**config.mk**
```make
export PLATFORM = sky130hd
export DESIGN_NAME = memAddrGen
export DESIGN_NICKNAME = d
export VERILOG_FILES = /design/src/cpuPkg.sv /design/src/memAddrGen.sv
export SDC_FILE = /design/constraint.sdc
export NUM_CORES = 2
export LEC_CHECK = 0
export ABC_AREA = 1
export CORE_MARGIN = 2
export CORE_UTILIZATION = 48
export DETAILED_ROUTE_END_ITERATION = 8
export DONT_BUFFER_PORTS = 1
export PLACE_DENSITY = 0.65
export SYNTH_ARGS = -nofsm -noshare
export SYNTH_HDL_FRONTEND = slang
export SYNTH_SLANG_ARGS = --single-unit
```
**constraint.sdc**
```tcl
create_clock -name vclk -period 7.85
set_input_delay 0.785 -clock vclk [all_inputs]
set_output_delay 0.785 -clock vclk [all_outputs]
set_load 0.02 [all_outputs]
```
**src/cpuPkg.sv**
```systemverilog
`default_nettype none

package cpuPkg;

  typedef logic [31:0] word_t;    // Data, address and register value
  typedef logic [3:0]  regIdx_t;  // Low nibble of a register field

  localparam int      NumRegs        = 16;
  localparam regIdx_t SpReg          = 4'd0;   // Stack pointer
  localparam regIdx_t FlagReg        = 4'd1;   // Compare flags
  localparam word_t   InstrBytes     = 32'd4;
  localparam word_t   LongInstrBytes = 32'd8;  // Opcode word plus constant word
  localparam word_t   StackStep      = 32'd4;

  // Bit positions in the flag register
  localparam int FlagEq = 0;
  localparam int FlagLt = 1;
  localparam int FlagGt = 2;

  // Opcode in bits 7:0 of the instruction word
  typedef enum logic [7:0] {
    Stall     = 8'h00,  // All-zero word parks the core
    MovRC     = 8'h01,
    MovRR     = 8'h02,
    PackRRR   = 8'h03,
    AddRRC    = 8'h10,
    AddRRR    = 8'h11,
    SubRRC    = 8'h12,
    SubRRR    = 8'h13,
    IncR      = 8'h14,
    DecR      = 8'h15,
    ShlRRR    = 8'h16,
    ShrRRR    = 8'h17,
    NegRR     = 8'h18,
    MulAddRRC = 8'h19,
    CmpRR     = 8'h20,  // Flag compares
    CmpRC     = 8'h21,
    CmpERRR   = 8'h22,  // Compares into a register
    CmpLtRRR  = 8'h23,
    CmpGtRRR  = 8'h24,
    MovRdC    = 8'h30,  // Loads
    MovRdRo   = 8'h31,
    MovRdRoR  = 8'h32,
    MovdCR    = 8'h33,  // Stores
    MovdRoR   = 8'h34,
    MovdRoRR  = 8'h35,
    PushR     = 8'h40,
    PopR      = 8'h41,
    CallR     = 8'h42,
    Ret       = 8'h43,
    JmpC      = 8'h50,
    JeC       = 8'h51,
    JneC      = 8'h52,
    JzRC      = 8'h53,
    DoutR     = 8'h60
  } opcode_t;

  typedef enum logic [3:0] {
    Fetch,
    FetchWait,
    Decode,
    RegRead,
    WordWait,
    WordComplete,
    MemRequest,
    MemWait,
    MemComplete,
    Execute
  } seqState_t;

  // Constant word follows at pc+4
  function automatic logic isLong(input opcode_t op);
    case (op)
      MovRC, AddRRC, SubRRC, MulAddRRC, CmpRC,
      MovRdC, MovRdRo, MovRdRoR, MovdCR, MovdRoR, MovdRoRR,
      JmpC, JeC, JneC, JzRC: isLong = 1'b1;
      default:               isLong = 1'b0;
    endcase
  endfunction

endpackage

`default_nettype wire

```
**src/memAddrGen.sv**
```systemverilog
`timescale 1ns/1ps
`default_nettype none

module memAddrGen
  import cpuPkg::*;
(
  input  wire opcode_t opcode,
  input  wire word_t   opD,
  input  wire word_t   opA,
  input  wire word_t   opB,
  input  wire word_t   dataWord,
  input  wire word_t   sp,
  input  wire word_t   pc,
  output logic         memRead,
  output logic         memWrite,
  output word_t        memAddress,
  output word_t        memData
);

  always_comb begin
    memRead    = 1'b0;
    memWrite   = 1'b0;
    memAddress = dataWord;   // Absolute address
    memData    = opA;
    case (opcode)
      MovRdC: begin
        memRead = 1'b1;
      end
      MovRdRo: begin
        memRead    = 1'b1;
        memAddress = opA + dataWord;   // Base plus offset
      end
      MovRdRoR: begin
        memRead    = 1'b1;
        memAddress = opA + dataWord * opB;   // Base plus size times index
      end
      MovdCR: begin
        memWrite = 1'b1;
      end
      MovdRoR: begin
        memWrite   = 1'b1;
        memAddress = opD + dataWord;
      end
      MovdRoRR: begin
        memWrite   = 1'b1;
        memAddress = opD + dataWord * opA;
        memData    = opB;
      end
      PushR: begin
        memWrite   = 1'b1;
        memAddress = sp;   // Stack grows upward
        memData    = opD;
      end
      CallR: begin
        memWrite   = 1'b1;
        memAddress = sp;
        memData    = pc;   // Own address, Ret adds 4
      end
      PopR, Ret: begin
        memRead    = 1'b1;
        memAddress = sp - StackStep;   // Top entry
      end
      default: begin
      end
    endcase
  end

endmodule

`default_nettype wire

```
==> results.md <==
* Outcome: finished with violations
* Failing checks: negative setup slack
* # setup viols final at 10
* Slew margin rel. at ~16%
* Max incr delay on CP at 0.55 ns
* Buffer and inverter count on the worst path at 8
* Crit path required time at 7.07 ns
* DRC viols at 0
* Die width at 292.4 microns
* Synth top area share at between 40% and 50%
* Hold_ws at 1.756 ns
* DR vias at between 30,000 and 40,000
* Hold Buf Count CTS at 0
* Starting Density at around 50%
* Area contributors post-synth: fa_1 (44%), inv_1 (16%), nand2_1 (15%), ha_1 (8.8%), nand3_1 (2.1%)
* Initial antenna violation count at 9
* Max Transition Viols Final at 0
* RSZ-0062 raised after global routing: yes
* Share of cells above drive strength 1 at 6.867%
* Most frequent cells in the layout: inv_1 (1,658), nand2_1 (1,607), fa_1 (866), ha_1 (265)
* Post-DR wirelength/cell at 22.22 microns
* Avg Cell Area, Syn at 7.012 sq um
* Largest net degree at the start of global routing at 68
* Iteration-0 DRC Markers at 3,234
* Final wirelength at about 150 mm
* Core area at 82,240 sq um
* Finished Layout Cells at 6,703
* Storage cell area at 0 sq um
* Gp weighted congestion at 1.020
* Setup TNS at -1.563 ns
* Max_cap viols at 0
* CP delay by family, top: adder cells
* Placed Cells at roughly 6,700
* Detailed Routing Iterations Pass 1 at 6
* First-pass GRT wire length at 228.3 mm
* Ports at 266
* Die area at 85,500 sq um
* Clock buf count at 0
* Min-Delay Path Class: in -> out
* Unique masters post-synth at 61
* Fmax at 122.7 MHz
* Post-Synth Adder-Cell Area at 52.75%
* Mapped cell area at 39,920 sq um
* Combinational family with the most area after synthesis: adder cells
* Number of vias per cell at around 5.4
* Syn_nets at 7,051
* Slew @ Worst Pin at between 1 and 1.5 ns
* Setup CP Type: in -> out
* Hpwl dp at 114.7 mm
* Register area share after synthesis at 0%
* Crit-path max FO at 43
* Routed Antenna Nets at 0
* Simple-Gate Fraction of Synth Area at 21.69%
* # nets final at around 7,000
* Total Routing Usage GR at 35.46%
* Mux cell area share after synthesis at 0%
* Slowest CP cell: fa_1
* Die extent in y at ~290 microns
* Remaining Overflow, GRT at 0
* Post-route minimum period at roughly 8.1 ns
* Layout area overhead at 6.613%
* Top cell by count, worst path: fa_1
* Final hold vios at 0
* Seq_cells at 0
* CP endpoint kind: output pin
* Setup WS post-layout at -0.2994 ns
* Dominant cell type by area after synthesis: fa_1
* Final Instance Area at 42,560 sq um
* IO buf count at 0
* Area after DPL at 41,550 sq um
* Critical path arrival at 7.36 ns
* YS warnings at 0
* Number of global-route vias before repair at between 30,000 and 40,000
* Most common cell after layout, fill and taps aside: inv_1
* Fillers at between 8,000 and 9,000
* Row Count at 105
* Post-Synth XOR/XNOR Area at between 1 and 1.5%
* Tcrit/Tclk final at 103.8%
* Synth Instances at 5,694
* Synth Area in Compound Gates at 5.951%
* Worst setup SP type: input pin
-- synthesized netlist by cell type (5+ instances only) --
cell and count:
nor4_1 5, a221oi_1 18, o21ai_0 141, nor2_1 187
o2111ai_1 14, o211ai_1 10, a21o_1 13, nor2_2 7
fa_1 877, nand4_1 35, nand3b_1 30, clkbuf_1 144
ha_1 280, buf_1 74, nand2_1 1630, nand3_1 169
xnor2_1 21, nor3_1 28, inv_1 1678, buf_2 37
o311ai_0 5, or2_2 23, o21ai_1 10, o21bai_1 13
a21oi_1 144, xor2_1 32, a31oi_1 7
-- layout make-up --
| cell class | instances | area [sq um] | share of cell area (%) |
|---|---|---|---|
| Antenna cell | 12 | 30.03 | 0.07055 |
| Inverter | 1684 | 6336 | 14.89 |
| Multi-Input combinational cell | 3750 | 33370 | 78.40 |
| Tap cell | 1070 | 1339 | 3.145 |
| Timing Repair Buffer | 187 | 1490 | 3.501 |
-- final timing paths --
check,from,to,slack [ns],cells past startpoint
setup / recovery,dataWord[12],memAddress[31],-0.30,28
hold / removal,dataWord[19],memAddress[19],1.76,2
-- kinds of logic (layout without fill, tap and decap cells) --
family / after synthesis / in the layout
adders and majority gates: 1157 / 1157
and+or+nand+nor: 2134 / 2134
buffers and inverters: 1944 / 1871
xor gates and xnor gates: 53 / 53
other: 0 / 12
AOI/OAI and AO/OA: 406 / 406
-- per-layer routing --
| metal | track usage, % | wire, microns | vias to the layer above |
|---|---|---|---|
| met5 | 0 | 34 | - |
| met4 | 14.73 | 7786 | 4 |
| met3 | 8.225 | 16600 | 361 |
| met2 | 55.96 | 65790 | 1809 |
| met1 | 47.03 | 58710 | 18140 |
| li1 | - | - | 16190 |
-- per-stage QoR --
step | setup slack (ns) | util [%]
2_1_floorplan | 0.006764 | -
3_3_place_gp | -0.5349 | 50.53
3_5_place_dp | -0.5845 | 50.53
4_1_cts | -0.1889 | 51.15
5_1_grt | -0.4259 | 51.72
6_report | -0.2994 | 51.76
-- timing repair --
| action | in CTS | in global routing |
|---|---|---|
| buffers inserted | 9 | 9 |
| pin swaps | 45 | 61 |
| endpoints found under the setup margin | 12 | 18 |
| resized for setup | 95 | 115 |
Power is left out: the tool's default activity adds up to more than one toggle a clock period on the data nets, which glitch-free logic cannot reach.
