**src/cpuPkg.sv**
```systemverilog
`default_nettype none

package cpuPkg;

  typedef logic [31:0] word_t;    // Data, address and register value
  typedef logic [3:0]  regIdx_t;  // Low nibble of a register field

  localparam int      NumRegs        = 16;
  localparam regIdx_t SpReg          = 4'd0;   // Stack pointer
  localparam regIdx_t FlagReg        = 4'd1;   // Compare flags
  localparam word_t   InstrBytes     = 32'd4;
  localparam word_t   LongInstrBytes = 32'd8;  // Opcode word plus constant word
  localparam word_t   StackStep      = 32'd4;

  // Bit positions in the flag register
  localparam int FlagEq = 0;
  localparam int FlagLt = 1;
  localparam int FlagGt = 2;

  // Opcode in bits 7:0 of the instruction word
  typedef enum logic [7:0] {
    Stall     = 8'h00,  // All-zero word parks the core
    MovRC     = 8'h01,
    MovRR     = 8'h02,
    PackRRR   = 8'h03,
    AddRRC    = 8'h10,
    AddRRR    = 8'h11,
    SubRRC    = 8'h12,
    SubRRR    = 8'h13,
    IncR      = 8'h14,
    DecR      = 8'h15,
    ShlRRR    = 8'h16,
    ShrRRR    = 8'h17,
    NegRR     = 8'h18,
    MulAddRRC = 8'h19,
    CmpRR     = 8'h20,  // Flag compares
    CmpRC     = 8'h21,
    CmpERRR   = 8'h22,  // Compares into a register
    CmpLtRRR  = 8'h23,
    CmpGtRRR  = 8'h24,
    MovRdC    = 8'h30,  // Loads
    MovRdRo   = 8'h31,
    MovRdRoR  = 8'h32,
    MovdCR    = 8'h33,  // Stores
    MovdRoR   = 8'h34,
    MovdRoRR  = 8'h35,
    PushR     = 8'h40,
    PopR      = 8'h41,
    CallR     = 8'h42,
    Ret       = 8'h43,
    JmpC      = 8'h50,
    JeC       = 8'h51,
    JneC      = 8'h52,
    JzRC      = 8'h53,
    DoutR     = 8'h60
  } opcode_t;

  typedef enum logic [3:0] {
    Fetch,
    FetchWait,
    Decode,
    RegRead,
    WordWait,
    WordComplete,
    MemRequest,
    MemWait,
    MemComplete,
    Execute
  } seqState_t;

  // Constant word follows at pc+4
  function automatic logic isLong(input opcode_t op);
    case (op)
      MovRC, AddRRC, SubRRC, MulAddRRC, CmpRC,
      MovRdC, MovRdRo, MovRdRoR, MovdCR, MovdRoR, MovdRoRR,
      JmpC, JeC, JneC, JzRC: isLong = 1'b1;
      default:               isLong = 1'b0;
    endcase
  endfunction

endpackage

`default_nettype wire

```
**src/regFile.sv**
```systemverilog
`timescale 1ns/1ps
`default_nettype none

module regFile
  import cpuPkg::*;
(
  input  wire          clk,
  input  wire          reset,
  input  wire regIdx_t srcDIdx,
  input  wire regIdx_t srcAIdx,
  input  wire regIdx_t srcBIdx,
  input  wire          captureOperands,
  input  wire          regWrite,      // General port
  input  wire regIdx_t writeIdx,
  input  wire word_t   writeData,
  input  wire          spWrite,       // Stack pointer port
  input  wire word_t   spNext,
  output word_t        opD,
  output word_t        opA,
  output word_t        opB,
  output word_t        sp,
  output word_t        flags
);

  word_t regs [NumRegs];

  always_ff @(posedge clk or posedge reset) begin
    if (reset) begin
      for (int i = 0; i < NumRegs; i++) begin
        regs[i] <= '0;
      end
    end else begin
      if (spWrite) begin
        regs[SpReg] <= spNext;
      end
      // Assigned last so it wins a clash on r0
      if (regWrite) begin
        regs[writeIdx] <= writeData;
      end
    end
  end

  // Operands held for the rest of the instruction
  always_ff @(posedge clk) begin
    if (captureOperands) begin
      opD <= regs[srcDIdx];
      opA <= regs[srcAIdx];
      opB <= regs[srcBIdx];
    end
  end

  assign sp    = regs[SpReg];
  assign flags = regs[FlagReg];

endmodule

`default_nettype wire

```
**config.mk**
```make
export PLATFORM = sky130hd
export DESIGN_NAME = regFile
export DESIGN_NICKNAME = d
export VERILOG_FILES = /design/src/cpuPkg.sv /design/src/regFile.sv
export SDC_FILE = /design/constraint.sdc
export NUM_CORES = 1
export LEC_CHECK = 0
export BUFFER_PORTS_ARGS = -buffer_cell sky130_fd_sc_hd__buf_2
export CAP_MARGIN = 25
export CORE_ASPECT_RATIO = 0.9
export CORE_MARGIN = 5
export CORE_UTILIZATION = 40
export CTS_CLUSTER_SIZE = 16
export DETAILED_ROUTE_END_ITERATION = 6
export GPL_TIMING_DRIVEN = 0
export PLACE_DENSITY = 0.61
export SLEW_MARGIN = 20
export SYNTH_ARGS = -nofsm -noshare
export SYNTH_HDL_FRONTEND = slang
export SYNTH_SLANG_ARGS = --single-unit
```
**constraint.sdc**
```tcl
create_clock -name clk -period 31.2 [get_ports clk]
set_clock_uncertainty 0.15 [all_clocks]
set_input_delay 4.68 -clock clk [delete_from_list [all_inputs] [get_ports clk]]
set_output_delay 4.68 -clock clk [all_outputs]
set_load 0.1 [all_outputs]
```
==> results_dict.tcl <==
set metrics [dict create \
    status "finished clean" \
    die_area_mm2 0.0907 \
    syn_inst 2144 \
    worstSetupPathType "input pin to register" \
    ys_types 20 \
    drc_errors 0 \
    drtAntennaViolNets 0 \
    critPathCaptureType "register" \
    cts-root-buf "clkbuf_16" \
    crit_path_top_delay_cell "clkbuf_1" \
    fin_nets 2553 \
    die_w_um 317 \
    yosys_warnings 0 \
    p_sw_uw 1000 \
    power.leakage_uw 0.0160 \
    cts_buffers 71 \
    setup_ws_ns 24.23 \
    hold_class "register to register" \
    dp_slack_ns 23.71 \
    post_cts_resized 0 \
    maxCapViolations 0 \
    slew-limit-headroom_pct 22.1 \
    p_per_area_mw_per_mm2 73.5 \
    routabilityCongestion 0.898 \
    arrival_ns 7.16 \
    crit_top_cell "clkbuf_1" \
    slew_viol_final 0 \
    path_cells "clkbuf_1 -> clkbuf_1 -> mux4_2 -> a22oi_1 -> nand2_1" \
    cp.required_ns 31.39 \
    pwr-share-clk_pct 30.0 \
    clock_latency_ns 0.63 \
    regArea_mm2 0.0157 \
    vias 23400 \
    dp_hpwl_um 84100 \
    synth_seq_cells 608 \
    start_util_pct 40.3 \
    nFillCells 7413 \
    grt_pass1_vias 24400 \
    post_cts_buffers 0 \
    grt_max_degree 105 \
    dr.pass1.iters 5 \
    netlist_area_mm2 0.0339 \
    core_area_mm2 0.0842 \
    multiInputGateArea_mm2 0.0168 \
    syn_to_final_growth_pct 15.8 \
    htree_levels 3 \
    cts_buffer_depth 3 \
    routed_wl_um 123000 \
    drt_iter0_drc 2630 \
    swShare_pct 34.8 \
    rsz0062_at_grt "false" \
    intPower_uw 1880 \
    layout_commonest_cell "mux2_2" \
    hold_violations 0 \
    fmax_ghz 0.144 \
    cts_hold_buf 0 \
    layout-drive-gt1-share_pct 56.7 \
    ys_seq_area_share_pct 46.3 \
    antenna_found_initial 20 \
    layout_common_cells "mux2_2 (527), dfrtp_1 (512), mux4_2 (384), buf_2 (326), a22oi_1 (192)" \
    grt_first_pass_wirelength_um 175000 \
    gr-total-overflow 0 \
    cts_sinks 608 \
    pin_count 245 \
    synth.avg_cell_area_um2 15.8 \
    wl_per_cell_um 33.4 \
    syn-num-nets 2229 \
    fin_crit_ns 6.97 \
    max_stage_delay_ns 0.89 \
    irDropWorstVdd_mv 0.0396 \
    setup_violations 0 \
    tns_ns 0 \
    path_clk_slew_ns 0.06 \
    cts_tree "done" \
    path_max_fanout 10 \
    rows 101 \
    post-route-period-util_pct 22.3 \
    io_buffers 237 \
    cp-start-kind "input pin" \
    worst_pin_slew_ns 1.17 \
    via_per_inst 6.36 \
    comb_power_share_pct 30.3 \
    grtUsageTotal_pct 26.9 \
    seqPwrFrac_pct 39.7 \
    die_height_um 286 \
]
[metal layers]
metal  track usage (%)  wire length, um  up-vias
met5                 0               86        -
met4              10.7             5580       14
met3              8.90            12700      310
met2              41.6            56900     1323
met1              35.2            47600    12500
li1                  -                -     9212
[stage by stage]
| step | total power, uW | cells | hold slack (ns) | instance area, um2 | util (%) |
|---|---|---|---|---|---|
| 6_report | 2890 | 3675 | 0.391 | 39200 | 46.6 |
| 3_3_place_gp | 1980 | 3514 | 0.359 | 36500 | 43.4 |
| 4_1_cts | 2890 | 3655 | 0.396 | 39100 | 46.5 |
| 2_1_floorplan | 1820 | 2144 | 0.337 | 33900 | - |
| 5_1_grt | 2990 | 3664 | 0.411 | 39200 | 46.6 |
| 3_5_place_dp | 2020 | 3523 | 0.383 | 36700 | 43.7 |
[cell usage after synthesis]
master / n / area (um2)
mux2_2: 527 / 5930
dfrtp_1: 512 / 12800
mux4_2: 384 / 8650
a22oi_1: 192 / 1440
clkbuf_1: 119 / 447
nand2_1: 98 / 368
edfxtp_1: 96 / 2880
buf_2: 84 / 420
buf_4: 67 / 503
mux2_1: 17 / 191
buf_1: 13 / 48.8
nor2_1: 13 / 48.8
nor2b_1: 7 / 43.8
nand2b_1: 4 / 25.0
and2_1: 3 / 18.8
or3_1: 3 / 18.8
nand3b_1: 2 / 15.0
inv_1: 1 / 3.75
nand3_1: 1 / 5.00
nor3b_2: 1 / 12.5
[logic make-up after synthesis]
kind of cell,after synthesis,synth area share [%]
simple gates,132,1.64
compound gates,192,4.25
buf+inv,284,4.20
flops,608,46.3
mux,928,43.6
[cell type report]
type,count,area share (%)
multi-input combinational,1252,42.7
buffer,283,3.64
timing repair buffer,251,3.78
antenna,15,0.0957
clock buffer,92,5.07
tap,1133,3.61
sequential,608,40.0
clock inverter,40,1.02
inverter,1,0.0287
[critical path: cells and delay by family]
family | cells | cell delay, ns
AO/OA/AOI/OAI | 1 | 0.52
buffers and inverters | 2 | 1.42
multiplexers | 1 | 0.42
AND/OR/NAND/NOR | 1 | 0.12
[power by group through the flow]
stage / clock [uW] / sequential, uW / combinational, uW
after floorplan: 0 / 1240 / 571
after global placement: 0 / 1130 / 853
after detailed placement: 0 / 1150 / 871
after CTS: 878 / 1140 / 873
after global routing: 909 / 1170 / 913
final: 866 / 1150 / 873
[worst paths after layout]
path / from / endpoint / slack, ns / cells after the start
worst max-delay path: srcBIdx[1] / opB[29]$_DFFE_PP_ / 24.23 / 5
worst min-delay path: register / register / 0.39 / 1
worst max register to register: register / opB[29]$_DFFE_PP_ / 29.20 / 3
worst min register to register: register / register / 0.39 / 1
max in group asynchronous: reset / sp[3]$_DFF_PP0_ / 25.21 / 6
min in group asynchronous: reset / asynchronous set/reset pin / 4.07 / 3
Note: power is estimated with default switching activity, not from simulation.
