## src/cpuPkg.sv

```systemverilog
`default_nettype none

package cpuPkg;

  typedef logic [31:0] word_t;    // Data, address and register value
  typedef logic [3:0]  regIdx_t;  // Low nibble of a register field

  localparam int      NumRegs        = 16;
  localparam regIdx_t SpReg          = 4'd0;   // Stack pointer
  localparam regIdx_t FlagReg        = 4'd1;   // Compare flags
  localparam word_t   InstrBytes     = 32'd4;
  localparam word_t   LongInstrBytes = 32'd8;  // Opcode word plus constant word
  localparam word_t   StackStep      = 32'd4;

  // Bit positions in the flag register
  localparam int FlagEq = 0;
  localparam int FlagLt = 1;
  localparam int FlagGt = 2;

  // Opcode in bits 7:0 of the instruction word
  typedef enum logic [7:0] {
    Stall     = 8'h00,  // All-zero word parks the core
    MovRC     = 8'h01,
    MovRR     = 8'h02,
    PackRRR   = 8'h03,
    AddRRC    = 8'h10,
    AddRRR    = 8'h11,
    SubRRC    = 8'h12,
    SubRRR    = 8'h13,
    IncR      = 8'h14,
    DecR      = 8'h15,
    ShlRRR    = 8'h16,
    ShrRRR    = 8'h17,
    NegRR     = 8'h18,
    MulAddRRC = 8'h19,
    CmpRR     = 8'h20,  // Flag compares
    CmpRC     = 8'h21,
    CmpERRR   = 8'h22,  // Compares into a register
    CmpLtRRR  = 8'h23,
    CmpGtRRR  = 8'h24,
    MovRdC    = 8'h30,  // Loads
    MovRdRo   = 8'h31,
    MovRdRoR  = 8'h32,
    MovdCR    = 8'h33,  // Stores
    MovdRoR   = 8'h34,
    MovdRoRR  = 8'h35,
    PushR     = 8'h40,
    PopR      = 8'h41,
    CallR     = 8'h42,
    Ret       = 8'h43,
    JmpC      = 8'h50,
    JeC       = 8'h51,
    JneC      = 8'h52,
    JzRC      = 8'h53,
    DoutR     = 8'h60
  } opcode_t;

  typedef enum logic [3:0] {
    Fetch,
    FetchWait,
    Decode,
    RegRead,
    WordWait,
    WordComplete,
    MemRequest,
    MemWait,
    MemComplete,
    Execute
  } seqState_t;

  // Constant word follows at pc+4
  function automatic logic isLong(input opcode_t op);
    case (op)
      MovRC, AddRRC, SubRRC, MulAddRRC, CmpRC,
      MovRdC, MovRdRo, MovRdRoR, MovdCR, MovdRoR, MovdRoRR,
      JmpC, JeC, JneC, JzRC: isLong = 1'b1;
      default:               isLong = 1'b0;
    endcase
  endfunction

endpackage

`default_nettype wire

```

## src/execUnit.sv

```systemverilog
`timescale 1ns/1ps
`default_nettype none

module execUnit
  import cpuPkg::*;
(
  input  wire          clk,
  input  wire          reset,
  input  wire          executeStrobe,
  input  wire opcode_t opcode,
  input  wire regIdx_t dstIdx,
  input  wire word_t   opD,
  input  wire word_t   opA,
  input  wire word_t   opB,
  input  wire word_t   dataWord,
  input  wire word_t   loadValue,
  input  wire word_t   pc,
  input  wire word_t   sp,
  input  wire word_t   flags,
  output logic         regWrite,
  output regIdx_t      writeIdx,
  output word_t        writeData,
  output logic         spWrite,
  output word_t        spNext,
  output word_t        nextPc,
  output word_t        debugOut,
  output logic         debugValid
);

  logic  writesReg;
  logic  stepsSp;
  word_t cmpRhs;       // Second compare operand
  word_t fallThrough;

  assign cmpRhs      = (opcode == CmpRC) ? dataWord : opA;
  assign fallThrough = pc + (isLong(opcode) ? LongInstrBytes : InstrBytes);

  always_comb begin
    writesReg = 1'b1;
    stepsSp   = 1'b0;
    writeIdx  = dstIdx;
    writeData = opA;
    spNext    = sp;
    case (opcode)
      MovRC:     writeData = dataWord;
      MovRR:     writeData = opA;
      AddRRC:    writeData = opA + dataWord;
      AddRRR:    writeData = opA + opB;
      SubRRC:    writeData = opA - dataWord;
      SubRRR:    writeData = opA - opB;
      IncR:      writeData = opD + 32'd1;
      DecR:      writeData = opD - 32'd1;
      ShlRRR:    writeData = opA << opB;
      ShrRRR:    writeData = opA >> opB;
      NegRR:     writeData = -opA;
      MulAddRRC: writeData = opD + opA * dataWord;
      PackRRR: begin
        writeData                    = opD;
        writeData[opB[1:0] * 8 +: 8] = opA[7:0];  // Byte lane from opB
      end
      CmpRR, CmpRC: begin
        writeIdx          = FlagReg;
        writeData         = flags;   // Upper bits untouched
        writeData[FlagEq] = (opD == cmpRhs);
        writeData[FlagLt] = (opD < cmpRhs);
        writeData[FlagGt] = (opD > cmpRhs);
      end
      CmpERRR:   writeData = word_t'(opA == opB);
      CmpLtRRR:  writeData = word_t'(opA < opB);
      CmpGtRRR:  writeData = word_t'(opA > opB);
      MovRdC, MovRdRo, MovRdRoR: writeData = loadValue;
      PopR: begin
        writeData = loadValue;
        stepsSp   = 1'b1;
        spNext    = sp - StackStep;
      end
      PushR, CallR: begin
        writesReg = 1'b0;
        stepsSp   = 1'b1;
        spNext    = sp + StackStep;
      end
      Ret: begin
        writesReg = 1'b0;
        stepsSp   = 1'b1;
        spNext    = sp - StackStep;
      end
      default: writesReg = 1'b0;   // Stores, jumps, debug, stall
    endcase
  end

  assign regWrite = executeStrobe & writesReg;
  assign spWrite  = executeStrobe & stepsSp;

  // Branch decision
  always_comb begin
    case (opcode)
      JmpC:    nextPc = dataWord;
      JeC:     nextPc = flags[FlagEq] ? dataWord : fallThrough;
      JneC:    nextPc = flags[FlagEq] ? fallThrough : dataWord;
      JzRC:    nextPc = (opB == '0) ? dataWord : fallThrough;
      CallR:   nextPc = opD;
      Ret:     nextPc = loadValue + InstrBytes;   // Past the call
      Stall:   nextPc = pc;
      default: nextPc = fallThrough;
    endcase
  end

  always_ff @(posedge clk or posedge reset) begin
    if (reset) begin
      debugValid <= 1'b0;
    end else begin
      debugValid <= executeStrobe && (opcode == DoutR);
    end
  end

  always_ff @(posedge clk) begin
    if (executeStrobe && (opcode == DoutR)) begin
      debugOut <= opD;
    end
  end

endmodule

`default_nettype wire

```

## config.mk

```make
export PLATFORM = sky130hd
export DESIGN_NAME = execUnit
export DESIGN_NICKNAME = d
export VERILOG_FILES = /design/src/cpuPkg.sv /design/src/execUnit.sv
export SDC_FILE = /design/constraint.sdc
export NUM_CORES = 2
export LEC_CHECK = 0
export BUFFER_PORTS_ARGS = -buffer_cell sky130_fd_sc_hd__buf_2
export CORE_MARGIN = 4
export CORE_UTILIZATION = 40
export DETAILED_ROUTE_END_ITERATION = 10
export PLACE_DENSITY_LB_ADDON = 0.08
export SLEW_MARGIN = 10
export SYNTH_ARGS = -nofsm -noshare
export SYNTH_HDL_FRONTEND = slang
export SYNTH_SLANG_ARGS = --single-unit
```

## constraint.sdc

```tcl
create_clock -name clk -period 16.59 [get_ports clk]
set_input_delay 3.318 -clock clk [delete_from_list [all_inputs] [get_ports clk]]
set_output_delay 3.318 -clock clk [all_outputs]
set_load 0.01 [all_outputs]
```

==> metrics.md <==
| Metric | Value |
|---|---|
| DRT iter0 DRCs | `4,795` |
| Worst path required time | `13.27 ns` |
| WS Path Type | `primary input to output pin` |
| Avg WL per Cell | `30.46 microns` |
| Final hold violations | `0` |
| WP buf/inv | `7` |
| Fin crit share | `91.87%` |
| # IOs | `406` |
| Yosys top cell area share | `25.07%` |
| Headroom to the max-slew limit | `19.57%` |
| Crit path top cell by count | `fa_1` |
| Core area | `87,290 sq um` |
| RSZ-0062 raised after global routing | `no` |
| Number of H-tree levels | `2` |
| Vias in the first global route | `35,708` |
| Post-Syn Area | `35,380 sq um` |
| Initial antenna violation count | `20` |
| Die area | `93,260 sq um` |
| Number of synthesized flops with an enable pin | `32` |
| Via count | `36,750` |
| Pin count of the biggest net entering global routing | `68` |
| Max Fclk | `0.06561 GHz` |
| Area contributors post-synth | `fa_1 25%, ha_1 10%, inv_1 6.3%, and2_1 5.8%, nand2_1 4.9%` |
| Synthesized area per cell | `7.726 sq um` |
| Post-route ant nets | `0` |
| Max-cap viol count | `0` |
| Fin nets | `5,762` |
| Vias per inst | `6.206` |
| Post-synthesis register bit count | `33` |
| Synth Warn # | `0` |
| Cell family with most CP delay | `adder cells` |
| GR Util All Layers | `37.40%` |
| Layout cells sized above 1 | `12.33%` |
| Core Rows | `108` |
| DP Wirelength | `141,700 microns` |
| Post-CTS sizing | `0` |
| Die X | `305.4 microns` |
| Mapped Cells | `4,579` |
| Syn_nets | `5,581` |
| Pre-antenna DRT Iters | `7` |
| Least-Margin Pin Slew | `1.202 ns` |
| Worst path max stage delay | `0.58 ns` |
| Final Max Slew Viols | `0` |
| Endpoint type of the worst setup path | `output pin` |
| Initial Util | `40.53%` |
| Die height | `305.4 microns` |
| CP Max Fanout | `14` |
| Top-count cell post-synth | `inv_1` |
| Total grt overflow | `0` |
| Setup TNS | `0 ns` |
| RePlAce Congestion | `1.066` |
| Clock sink total | `33` |
| Synth cell types | `84` |
| Synth cell count leaders | `590 x inv_1, 464 x nand2_1, 443 x fa_1` |
| Fill cell count | `9,224` |
| CTS tree | `done` |
| First-pass GRT wire length | `256,600 microns` |
| Setup Buffers After CTS | `0` |
| P&R area growth vs syn | `8.853%` |
| Primary FF master, synth | `edfxtp_1` |
| CP arrival | `11.92 ns` |
| Hold buffers post-CTS | `0` |
| Crit path time final | `15.24 ns` |
| Final setup violation count | `0` |
| Final wirelength | `180,400 microns` |
| Sequential cell area fraction in the yosys report | `2.787%` |
| CP startpoint kind | `primary input` |
| Clk slew on worst S/H paths | `0.05 ns` |
| Quantity of I/O buffers inserted on ports | `399` |
| FFs w/ async S/R, synth | `3.030%` |
| Worst hold path type | `primary input to asynchronous set/reset pin` |
| Run status | `completed` |
| Total CTS buffers | `5` |
| CP max stage cell | `xnor2_1` |
| Drt drc | `0` |
| Synth area leader | `fa_1` |
| Root Buffer | `clkbuf_16` |
| Clock Path Buffers | `2` |
[path summary, 6_finish.rpt]
path / from / endpoint / slack (ns) / cells after the start
min in group clk: opD[7] / debugOut[7]$_DFFE_PP_ / 3.35 / 1
worst min-delay path: reset / debugValid$_DFF_PP0_ / 2.87 / 2
max in group asynchronous: reset / debugValid$_DFF_PP0_ / 13.63 / 2
worst max-delay path: opA[1] / writeData[26] / 1.35 / 27
[stage by stage]
| step | cell area, sq um | cells | hold WS, ns | setup WS (ns) | util [%] |
|---|---|---|---|---|---|
| floorplan | 35380 | 4579 | 3.047 | 2.835 | - |
| global placement | 38360 | 5908 | 3.151 | 1.613 | 43.94 |
| detailed placement | 38360 | 5908 | 3.158 | 1.628 | 43.94 |
| CTS | 38490 | 5916 | 2.862 | 1.579 | 44.10 |
| global route | 38500 | 5920 | 2.862 | 1.158 | 44.11 |
| finish | 38510 | 5922 | 2.871 | 1.349 | 44.11 |
[final cells by class]
cell class,instances,area (sq um),share of cell area (%)
tap,1155,1445,3.753
multi-input combinational,3646,31060,80.67
clock inverter,1,5.005,0.01300
antenna,6,15.01,0.03899
timing repair buffer,483,2643,6.862
inverter,591,2218,5.761
clock buffer,7,132.6,0.3444
sequential,33,985.9,2.560
[routing by layer]
metal	vias to the layer above	track usage, %	part of all wire (%)
met3	494	9.886	12
met4	18	19.22	6.8
met1	18040	50.86	40
li1	15949	-	-
met2	2249	54.65	41
met5	-	0.2528	0.073
[state kept, by name (all words and copies together), names as in the netlist]
signal / count
debugOut: 32
debugValid: 1
[kinds of logic (layout without fill, tap and decap cells)]
| logic type | count (synthesis) | count (layout) | synth area share [%] |
|---|---|---|---|
| xor gates and xnor gates | 287 | 287 | 7.105 |
| other | 0 | 6 | 0 |
| DFF | 33 | 33 | 2.787 |
| AOI/OAI and AO/OA | 982 | 982 | 18.70 |
| muxes | 126 | 126 | 5.181 |
| buffers and inverters | 900 | 1082 | 9.631 |
| adders and majority gates | 731 | 731 | 35.26 |
| and+or+nand+nor | 1520 | 1520 | 21.34 |
[cell usage in the layout (no fill, tap or decap), types with 12 or more instances in the layout]
cell type  synthesis  routed
nor4_1            22      21
or3_1             24      23
mux4_2            45      45
fa_1             443     443
nand4_1           32      32
a222oi_1          56      56
o211ai_1          62      62
a21oi_1          224     224
or4_1             15      15
edfxtp_1          32      32
a2bb2oi_1         17      17
a22oi_1           31      31
and2_1           328     328
nor2b_1           37      36
a31oi_1           31      31
nor3_1            85      78
o21ai_0          213     213
a221oi_1          30      30
o22ai_1           28      28
and3_1            42      42
o21a_1            30      30
nor2_1           295     292
o21bai_1          21      21
o2111ai_1         19      19
nand3_1           78      78
o32ai_1           13      13
nand2b_1          43      43
ha_1             288     288
xnor2_1          195     195
a211oi_1          30      30
or2_2             12      12
buf_4              2      84
mux2i_1           74      74
a21o_1            61      61
nand2_1          464     463
buf_2             10     398
xor2_1            92      92
inv_1            590     590
Power is left out: the tool's default activity adds up to more than one toggle a clock period on the data nets, which glitch-free logic cannot reach.
