[config.mk]
export PLATFORM = sky130hd
export DESIGN_NAME = cpuSequencer
export DESIGN_NICKNAME = d
export VERILOG_FILES = /design/src/cpuPkg.sv /design/src/cpuSequencer.sv
export SDC_FILE = /design/constraint.sdc
export NUM_CORES = 1
export LEC_CHECK = 0
export BUFFER_PORTS_ARGS = -buffer_cell sky130_fd_sc_hd__buf_2
export CORE_ASPECT_RATIO = 0.7
export CORE_MARGIN = 4
export CORE_UTILIZATION = 42
export CTS_BUF_LIST = sky130_fd_sc_hd__clkbuf_8
export DETAILED_ROUTE_END_ITERATION = 6
export PLACE_DENSITY = 0.79
export SLEW_MARGIN = 40
export SYNTH_ARGS = -nofsm -noshare
export SYNTH_HDL_FRONTEND = slang
export SYNTH_SLANG_ARGS = --single-unit
[constraint.sdc]
create_clock -name clk -period 4.4 [get_ports clk]
set_input_delay 0.66 -clock clk [delete_from_list [all_inputs] [get_ports clk]]
set_output_delay 0.66 -clock clk [all_outputs]
set_load 0.05 [all_outputs]
[src/cpuPkg.sv]
`default_nettype none

package cpuPkg;

  typedef logic [31:0] word_t;    // Data, address and register value
  typedef logic [3:0]  regIdx_t;  // Low nibble of a register field

  localparam int      NumRegs        = 16;
  localparam regIdx_t SpReg          = 4'd0;   // Stack pointer
  localparam regIdx_t FlagReg        = 4'd1;   // Compare flags
  localparam word_t   InstrBytes     = 32'd4;
  localparam word_t   LongInstrBytes = 32'd8;  // Opcode word plus constant word
  localparam word_t   StackStep      = 32'd4;

  // Bit positions in the flag register
  localparam int FlagEq = 0;
  localparam int FlagLt = 1;
  localparam int FlagGt = 2;

  // Opcode in bits 7:0 of the instruction word
  typedef enum logic [7:0] {
    Stall     = 8'h00,  // All-zero word parks the core
    MovRC     = 8'h01,
    MovRR     = 8'h02,
    PackRRR   = 8'h03,
    AddRRC    = 8'h10,
    AddRRR    = 8'h11,
    SubRRC    = 8'h12,
    SubRRR    = 8'h13,
    IncR      = 8'h14,
    DecR      = 8'h15,
    ShlRRR    = 8'h16,
    ShrRRR    = 8'h17,
    NegRR     = 8'h18,
    MulAddRRC = 8'h19,
    CmpRR     = 8'h20,  // Flag compares
    CmpRC     = 8'h21,
    CmpERRR   = 8'h22,  // Compares into a register
    CmpLtRRR  = 8'h23,
    CmpGtRRR  = 8'h24,
    MovRdC    = 8'h30,  // Loads
    MovRdRo   = 8'h31,
    MovRdRoR  = 8'h32,
    MovdCR    = 8'h33,  // Stores
    MovdRoR   = 8'h34,
    MovdRoRR  = 8'h35,
    PushR     = 8'h40,
    PopR      = 8'h41,
    CallR     = 8'h42,
    Ret       = 8'h43,
    JmpC      = 8'h50,
    JeC       = 8'h51,
    JneC      = 8'h52,
    JzRC      = 8'h53,
    DoutR     = 8'h60
  } opcode_t;

  typedef enum logic [3:0] {
    Fetch,
    FetchWait,
    Decode,
    RegRead,
    WordWait,
    WordComplete,
    MemRequest,
    MemWait,
    MemComplete,
    Execute
  } seqState_t;

  // Constant word follows at pc+4
  function automatic logic isLong(input opcode_t op);
    case (op)
      MovRC, AddRRC, SubRRC, MulAddRRC, CmpRC,
      MovRdC, MovRdRo, MovRdRoR, MovdCR, MovdRoR, MovdRoRR,
      JmpC, JeC, JneC, JzRC: isLong = 1'b1;
      default:               isLong = 1'b0;
    endcase
  endfunction

endpackage

`default_nettype wire

[src/cpuSequencer.sv]
`timescale 1ns/1ps
`default_nettype none

module cpuSequencer
  import cpuPkg::*;
(
  input  wire        clk,
  input  wire        reset,
  input  wire word_t ramIn,
  input  wire        memRead,      // Data phase wanted, from memAddrGen
  input  wire        memWrite,
  input  wire word_t memAddress,
  input  wire word_t memData,
  input  wire word_t nextPc,       // From execUnit, loaded in Execute
  output word_t      ramAddress,
  output word_t      ramOut,
  output logic       readReq,
  output logic       writeReq,
  output opcode_t    opcode,
  output regIdx_t    dstIdx,
  output regIdx_t    srcAIdx,
  output regIdx_t    srcBIdx,
  output word_t      dataWord,     // Constant word of long opcodes
  output word_t      loadValue,    // Data read in the memory phase
  output word_t      pc,
  output logic       captureOperands,
  output logic       executeStrobe
);

  seqState_t state;
  logic      longOp;   // Constant word still to fetch
  logic      memOp;

  assign longOp = isLong(opcode);
  assign memOp  = memRead | memWrite;

  // Requests are one-cycle pulses raised on entry to the requesting state
  always_ff @(posedge clk or posedge reset) begin
    if (reset) begin
      state    <= Fetch;
      pc       <= '0;
      opcode   <= Stall;
      readReq  <= 1'b0;
      writeReq <= 1'b0;
    end else begin
      case (state)
        Fetch: begin
          if (readReq) begin
            readReq <= 1'b0;
            state   <= FetchWait;
          end else begin
            readReq <= 1'b1;   // Only right after reset
          end
        end
        FetchWait: begin
          state <= Decode;   // Memory drives ramIn
        end
        Decode: begin
          // Two edges after the fetch request
          opcode  <= opcode_t'(ramIn[7:0]);
          readReq <= isLong(opcode_t'(ramIn[7:0]));  // Constant word request during RegRead
          state   <= RegRead;
        end
        RegRead: begin
          readReq <= 1'b0;
          if (longOp) begin
            state <= WordWait;
          end else if (memOp) begin
            readReq  <= memRead;
            writeReq <= memWrite;
            state    <= MemRequest;
          end else begin
            state <= Execute;
          end
        end
        WordWait: begin
          state <= WordComplete;
        end
        WordComplete: begin
          if (memOp) begin
            readReq  <= memRead;
            writeReq <= memWrite;
            state    <= MemRequest;
          end else begin
            state <= Execute;
          end
        end
        MemRequest: begin
          readReq  <= 1'b0;
          writeReq <= 1'b0;
          state    <= MemWait;
        end
        MemWait: begin
          state <= MemComplete;
        end
        MemComplete: begin
          state <= Execute;
        end
        Execute: begin
          pc      <= nextPc;
          readReq <= 1'b1;   // Next fetch, address follows pc
          state   <= Fetch;
        end
        default: begin
          state <= Fetch;
        end
      endcase
    end
  end

  // Instruction fields and fetched words
  always_ff @(posedge clk) begin
    if (state == Decode) begin
      dstIdx  <= ramIn[11:8];
      srcAIdx <= ramIn[19:16];
      srcBIdx <= ramIn[27:24];
    end
    if (state == WordComplete) begin
      dataWord <= ramIn;
    end
    if (state == MemComplete) begin
      loadValue <= ramIn;   // Unused after stores
    end
  end

  // Address held steady through each phase
  always_comb begin
    case (state)
      RegRead, WordWait, WordComplete:  ramAddress = pc + InstrBytes;
      MemRequest, MemWait, MemComplete: ramAddress = memAddress;
      default:                          ramAddress = pc;
    endcase
  end

  assign ramOut          = memData;
  assign captureOperands = (state == RegRead);
  assign executeStrobe   = (state == Execute);

endmodule

`default_nettype wire

==> metrics list, run 1 <==
- The worst hold path belongs to the class in2async.
- Skew final: 16.8 ps
- Starting DRC count in detailed routing: 458
- By area the synthesized netlist is led by sky130_fd_sc_hd__edfxtp_1 40%, sky130_fd_sc_hd__dfrtp_1 20%, sky130_fd_sc_hd__mux2_2 6.7%.
- The initial antenna violation count is 0.
- GRT Total Usage: 0.205
* Source of the worst register-to-register timing path: state[1]$_DFFE_PP0P_
- The die covers ~16,000 um^2.
* Number of failing setup endpoints in the final timing report: 0
- The core region is 13,200 um^2.
* Synthesis-stage register bit count: approximately 120
* Routed wire length: between 15,000 and 20,000 um
* Critical Path Start Type: flop
- Synth unique cells: between 50 and 60
- Post-CTS Setup Repair Bufs: 0
- Clock-pin slew was measured on the worst setup and hold paths at 80 ps.
- Data required time at the worst endpoint: 3740 ps
- Warning count from the yosys run: 0
* Post-route clock period utilization: 0.861
- The share of the Yosys chip area taken by registers is 0.603.
- Fraction of registers with async set or reset after synthesis: 0.377
- Entering global routing, the biggest net connects 47 pins.
- The average instance in the mapped netlist occupies 12.2 um^2.
- Summed over all instances, the cell type with the most area after synthesis is sky130_fd_sc_hd__edfxtp_1.
- WL/cell: ~19 um
- Root cell of the clock tree: sky130_fd_sc_hd__clkbuf_8
- Fill cell instance count of the final layout: between 1,000 and 1,500
- Synthesized cell area: 5690 um^2
- Vias: 4,743
- HPWL Detailed: approximately 12,000 um
- The initial utilization of the core area, before any placement, comes to 0.430.
- In the synthesized netlist the dominant register cell turns out to be sky130_fd_sc_hd__edfxtp_1.
* Number of instances in the synthesized netlist: between 400 and 500
* RR Endpoint: dstIdx[2]$_DFFE_PP_
- Share of cells above drive strength 1: 0.474
- The area growth from synthesis to layout is 27.9%.
- Measured against its own limit, the worst slew margin works out to 0.515.
- Quantity of I/O buffers inserted on ports: roughly 250
- Clock Tree Buf Depth: 2
* Count of instances resized after the clock tree is built: 0
- GRT overflow: 0
* Cell row count: 35
* Number of detailed-route iterations in the first pass: 5
- Number of I/O pins: ~320
* Most frequently used cell type in the post-synthesis netlist: sky130_fd_sc_hd__edfxtp_1
- Number of CTS-inserted buffers: 17
* R2R depth: 2
- The flow ran to the end, and the final reports show no timing, DRC or antenna violations.
- Based on the critical path, the design can be clocked at up to 0.264 GHz.
- DIE HEIGHT: between 100 and 150 um
- The final layout contains ~820 nets.
- Tracing the worst setup path back leads to its startpoint at state[1]$_DFFE_PP0P_.
- Kind of critical path: reg2out
* Final Slew Violations: 0
- Chip width: between 100 and 150 um
- Total Negative Setup Slacks: 0 ps
* List of most frequent post-synthesis cells: 76 x sky130_fd_sc_hd__edfxtp_1, 53 x sky130_fd_sc_hd__nand2_1, 46 x sky130_fd_sc_hd__dfrtp_1
- Final hold analysis gives a worst-case slack of 319 ps.
- In this run, synthesis inferred 76 flip-flops with an integrated enable.
- Worst-path fanout max: 18
- Data arrival, critical path: between 3000 and 4000 ps
* Worst skew pair latency: approximately 420 ps
- Final Hold Viols: 0
- Across the run, the number of max-cap violations was 0.
- Post-route minimum period: ~3800 ps
* Diodes inserted: 0
* Setup repair after global routing missed its margin: no
- Once detail routing completed, the nets flagged for antenna violations numbered 0.
* Final weighted congestion in routability-driven placement: 0.885
- Number of nets in the synthesized netlist: 598
* Total number of H-tree levels: 4
- At the pin with the least slew margin, the transition time is around 730 ps.
- The number of global-route vias before repair was around 4,600.
* Post-route DRC: 0
- TritonCTS Sinks: approximately 120
- The first global-routing pass estimated 25,300 um of wire.
- After detailed routing, the number of vias per cell comes to 5.37.
- TritonCTS built the clock tree.
* Synth top area share: 0.401
- Cts hold-fix bufs: 0
- Capturing element of the worst setup path: ramAddress[30]
* Worst reg-to-reg setup slack: approximately 2100 ps
* Kind of end point of the critical path: output pin
-- worst min-delay path by stage --
| stage | startpoint | end | slack, ps | cells past startpoint |
|---|---|---|---|---|
| after floorplan | state[3]$_DFFE_PP0P_ | state[2]$_DFFE_PP0P_ | 680 | 2 |
| after global placement | writeReq$_DFFE_PP0P_ | writeReq$_DFFE_PP0P_ | 510 | 2 |
| after detailed placement | opcode[7]$_DFFE_PP0P_ | opcode[7]$_DFFE_PP0P_ | 520 | 1 |
| after CTS | reset | opcode[7]$_DFFE_PP0P_ | 320 | 2 |
| after global routing | reset | opcode[6]$_DFFE_PP0P_ | 360 | 2 |
| final | reset | opcode[7]$_DFFE_PP0P_ | 320 | 2 |
-- layer usage --
layer | global-route usage | routed length [um]
met3 | 0.0430 | 1180
met2 | 0.319 | 7790
met1 | 0.285 | 7030
met5 | 0 | 0
met4 | 0.0778 | 348
-- cells in the final DEF (no fill, tap or decap), types with 10 or more instances in the layout --
| cell | instances |
|---|---|
| sky130_fd_sc_hd__a21oi_1 | 12 |
| sky130_fd_sc_hd__buf_2 | 251 |
| sky130_fd_sc_hd__edfxtp_1 | 76 |
| sky130_fd_sc_hd__nand3_1 | 17 |
| sky130_fd_sc_hd__o311ai_0 | 12 |
| sky130_fd_sc_hd__inv_1 | 13 |
| sky130_fd_sc_hd__o211ai_1 | 10 |
| sky130_fd_sc_hd__nand2_1 | 53 |
| sky130_fd_sc_hd__dfrtp_1 | 46 |
| sky130_fd_sc_hd__mux2_2 | 34 |
| sky130_fd_sc_hd__nor2_1 | 14 |
| sky130_fd_sc_hd__o21ai_0 | 30 |
| sky130_fd_sc_hd__clkbuf_8 | 17 |
-- flip-flops by register name, summed over array words and instances, names as in the netlist --
name       count
dataWord      32
loadValue     32
pc            32
opcode         8
dstIdx         4
srcAIdx        4
srcBIdx        4
state          4
readReq        1
writeReq       1
-- kinds of logic after synthesis --
| kind of cell | share of synthesized area |
|---|---|
| XOR/XNOR | 0.00616 |
| adder cells (fa/ha/maj) | 0.00220 |
| buffers and inverters | 0.0688 |
| AO/OA/AOI/OAI | 0.119 |
| multiplexers | 0.0708 |
| flip-flops | 0.603 |
| AND/OR/NAND/NOR | 0.129 |
-- final cells by class --
class	count	area, um^2	share of cell area
Sequential cell	122	3430	0.472
Tap cell	185	231	0.0318
Timing Repair Buffer	257	1300	0.179
Clock inverter	15	124	0.0170
Clock buffer	17	234	0.0322
Multi-Input combinational cell	274	1900	0.261
Inverter	13	51.3	0.00705
-- through the flow --
stage | cells | cell area (um^2) | setup slack (ps) | utilization
after floorplan | 465 | 5700 | 235 | -
after global placement | 851 | 6900 | 1260 | 0.522
after detailed placement | 851 | 6910 | 1160 | 0.523
after CTS | 883 | 7270 | 665 | 0.550
after global routing | 883 | 7270 | 430 | 0.550
final | 883 | 7270 | 613 | 0.550
-- critical path: stages (launching register included) --
cell and delay, ps:
sky130_fd_sc_hd__dfrtp_1 750, sky130_fd_sc_hd__nand3b_1 210, sky130_fd_sc_hd__a21oi_1 620, sky130_fd_sc_hd__nand3_1 320, sky130_fd_sc_hd__or3b_1 440, sky130_fd_sc_hd__nand3_1 100
sky130_fd_sc_hd__buf_2 270
Power of run 1 is not shown: default switching activity piles up to over one toggle a cycle in this logic, so the estimate is an artifact.
==> run 2, diff against run 1 <==
--- a/config.mk
+++ b/config.mk
@@ -13,3 +13,3 @@
 export DETAILED_ROUTE_END_ITERATION = 6
-export PLACE_DENSITY = 0.79
+export PLACE_DENSITY_LB_ADDON = 0.2
 export SLEW_MARGIN = 40
--- a/constraint.sdc
+++ b/constraint.sdc
@@ -3,2 +3,2 @@
 set_output_delay 0.66 -clock clk [all_outputs]
-set_load 0.05 [all_outputs]
+set_load 0.02 [all_outputs]
==> run 2 against run 1 <==
Against the previous run:
- worst setup slack improved by 220 ps
- clock skew is 5.4 ps higher
- fmax grew 6.1%
- highest routed layer unchanged
==> metrics list, run 2 (synthesis gave the netlist of run 1 again) <==
- The share of total power dissipated in sequential elements is 0.351.
* End-of-flow core utilization: 0.552 (+0.00180)
- Total Negative Setup Slacks: 0 ps (unchanged)
* Post-route clock period utilization: 0.811 (-0.0498)
* Via count of the first global-routing pass: 4,594 (-0.67%)
- In this run the power density over the cells is about 780 nW/um^2.
* Routed wire length: 16,300 um (-0.42%)
* HPWL Detailed: 12,100 um (-0.45%)
- The number of nets in the layout came to 818 (unchanged).
* Critical Path Start Type: flop
* Diodes inserted: 0 (unchanged)
- The worst path arrival time is 2910 ps (-220 ps).
* Post-CTS Setup Repair Bufs: 0 (unchanged)
- Count of instances resized after the clock tree is built: 0 (unchanged)
* Commonest non-fill, non-tap cell in the layout: sky130_fd_sc_hd__buf_2
- Root cell of the clock tree: sky130_fd_sc_hd__clkbuf_8
* Remaining antenna violation count: 0 (unchanged)
- Max-capacitance violation count: 0 (unchanged)
* WL/cell: 18.5 um (-0.30%)
- The filler cell count in the final layout came to 1,185 (+0.68%).
- Data required time at the worst endpoint: 3740 ps (about the same)
- The clock transition at the registers of the reported paths was 80 ps (about the same).
* Largest stage delay on the critical path: 640 ps (-110 ps)
- The number of buffers inserted by hold repair at cts is 0 (unchanged).
- Quantity of I/O buffers inserted on ports: 251 (unchanged)
- Sw power: 2.61 mW
- Part of the power in the clock network: 0.171
- The overall via count from detail_route came to 4,719 (-0.51%).
* Number of failing setup endpoints in the final timing report: 0 (unchanged)
* Sw Share: 0.462
* Final Slew Violations: 0 (unchanged)
* Initial antenna violation count: 0 (unchanged)
- Final Hold Viols: 0 (unchanged)
* Clock Tree Buf Depth: 2 (unchanged)
- The largest individual stage delay along the critical path comes from the cell sky130_fd_sc_hd__nor4_4.
- The number of levels in the clock H-tree is 4 (unchanged).
- Largest regs: dataWord x32, loadValue x32, pc x32
- The global-route wire length before repair is 25,000 um (-1.3%).
- Most frequent cells in the layout: 251 x sky130_fd_sc_hd__buf_2, 76 x sky130_fd_sc_hd__edfxtp_1, 53 x sky130_fd_sc_hd__nand2_1, 46 x sky130_fd_sc_hd__dfrtp_1, 34 x sky130_fd_sc_hd__mux2_2
* Cell Int Power: around 3.0 mW
- The floorplan die area was 15,500 um^2 (unchanged).
- Ordered list of cells on the worst path: ha_1, inv_1, nor4_4, nand2_1, o311a_1, a211o_1, buf_2
- The flow ran to the end, and the final reports show no timing, DRC or antenna violations.
* Kind of end point of the critical path: output pin
* Number of detailed-route iterations in the first pass: 5 (unchanged)
- DIE HEIGHT: 105 um (unchanged)
- Setup repair after global routing missed its margin: no
- Post-Place Worst Slack: 1340 ps (+178 ps)
- The worst hold margin came to 313 ps (-6.42 ps).
- Number of CTS-inserted buffers: 17 (unchanged)
- The minimum period implied by the final worst setup slack was 3570 ps (-219 ps).
* Area growth syn-to-layout: 28.3%
- The worst path setup slack after routing came to 833 ps (+219 ps).
* Worst skew pair latency: 420 ps (about the same)
* Starting Density: 0.430 (unchanged)
* Kind of critical path: reg2out
- The analysis attributes to cell leakage a power of 3.16 nW.
- Clock tree from TritonCTS: done
- The number of clock sinks came to 122 (unchanged).
* Ratio of routed vias to standard cells: 5.35 (-0.39%)
- The core outline area came to 13,200 um^2 (unchanged).
- The global placement routability congestion is 0.846 (-4.4%).
- After layout, the design draws a total of 5.66 mW.
* Tightest slew margin relative to the limit: 0.500 (-0.0158)
- Cell row count: 35 (unchanged)
- The worst hold path belongs to the class in2async.
* Starting DRC count in detailed routing: 406 (-11%)
* Skew final: 22.2 ps (+5.40 ps)
- Share of power burned in combinational logic: 0.478
* Share of cells above drive strength 1: 0.476 (+0.00212)
- The die boundary width is 147 um (unchanged).
- Worst-path fanout max: 9 (-9)
- The remaining design rule violation count was 0 (unchanged).
- The global-route usage over all layers is 0.203 (-0.00240).
- The leftover overflow at the end of global routing is 0 (unchanged).
- The transition time of the tightest slew-check pin came to 750 ps (+23.0 ps).
* Highest Clock Rate: 0.280 GHz (+6.1%)
- Number of I/O pins: 316 (unchanged)
- The pin count of the biggest net entering global routing is 47 (unchanged).
- IR analysis of the VDD net gives a maximum drop of 0.000358 V.
-- run 2: changes by cell type in the layout (fill, tap and decap cells not counted), sizes merged --
cell    delta
clkinv     -1
bufinv     +1
inv        -1
-- run 2: per-stage QoR --
step	area, um^2	cells
6_report	7300	882
3_5_place_dp	6910	851
4_1_cts	7290	882
2_1_floorplan	5690	465
5_1_grt	7300	882
3_3_place_gp	6900	851
-- run 2: metal layers --
| metal | up-vias | track usage | share of wire |
|---|---|---|---|
| met1 | 2307 | 0.270 | 0.43 |
| met2 | 209 | 0.323 | 0.47 |
| li1 | 2172 | - | - |
| met4 | 0 | 0.0638 | 0.014 |
| met5 | - | 0 | 0 |
| met3 | 31 | 0.0580 | 0.079 |
-- run 2: path summary, 6_finish.rpt --
check / from / depth (start not counted) / slack [ps] / end
worst max-delay path: pc[2]$_DFFE_PP0P_ / 7 / 830 / ramAddress[26]
worst min-delay path: reset / 2 / 310 / pc[1]$_DFFE_PP0P_
worst max register to register: state[2]$_DFFE_PP0P_ / 7 / 1950 / writeReq$_DFFE_PP0P_
worst min register to register: writeReq$_DFFE_PP0P_ / 2 / 520 / writeReq$_DFFE_PP0P_
max in group asynchronous: reset / 2 / 3660 / pc[29]$_DFFE_PP0P_
min in group clk: ramIn[20] / 1 / 430 / dataWord[20]$_DFFE_PP_
-- run 2: critical path: cells and delay by family, from the launching register on --
kind / cells / cell delay (ps)
DFF: 1 / 490
adders and majority gates: 1 / 240
AOI/OAI and AO/OA: 2 / 610
and+or+nand+nor: 2 / 830
buffers and inverters: 2 / 310
-- run 2: final cells by class --
class	instances	area [um^2]	share of cell area
clock inverters	14	145	0.0199
flip-flops and latches	122	3430	0.470
inverters	13	51.3	0.00703
well taps	185	231	0.0317
multi-input cells	274	1900	0.261
clock buffers	17	234	0.0321
repair buffers	257	1300	0.178
-- run 2: power by group through the flow --
stage          logic [mW]  registers, mW  clock network, mW
4_1_cts              2.72           1.98               1.00
5_1_grt              2.91           2.04               1.06
2_1_floorplan        1.54           2.21                  0
3_5_place_dp         2.71           2.00                  0
6_report             2.70           1.99              0.968
3_3_place_gp         2.68           1.98                  0
No activity file was read; power rests on OpenSTA's default activity.
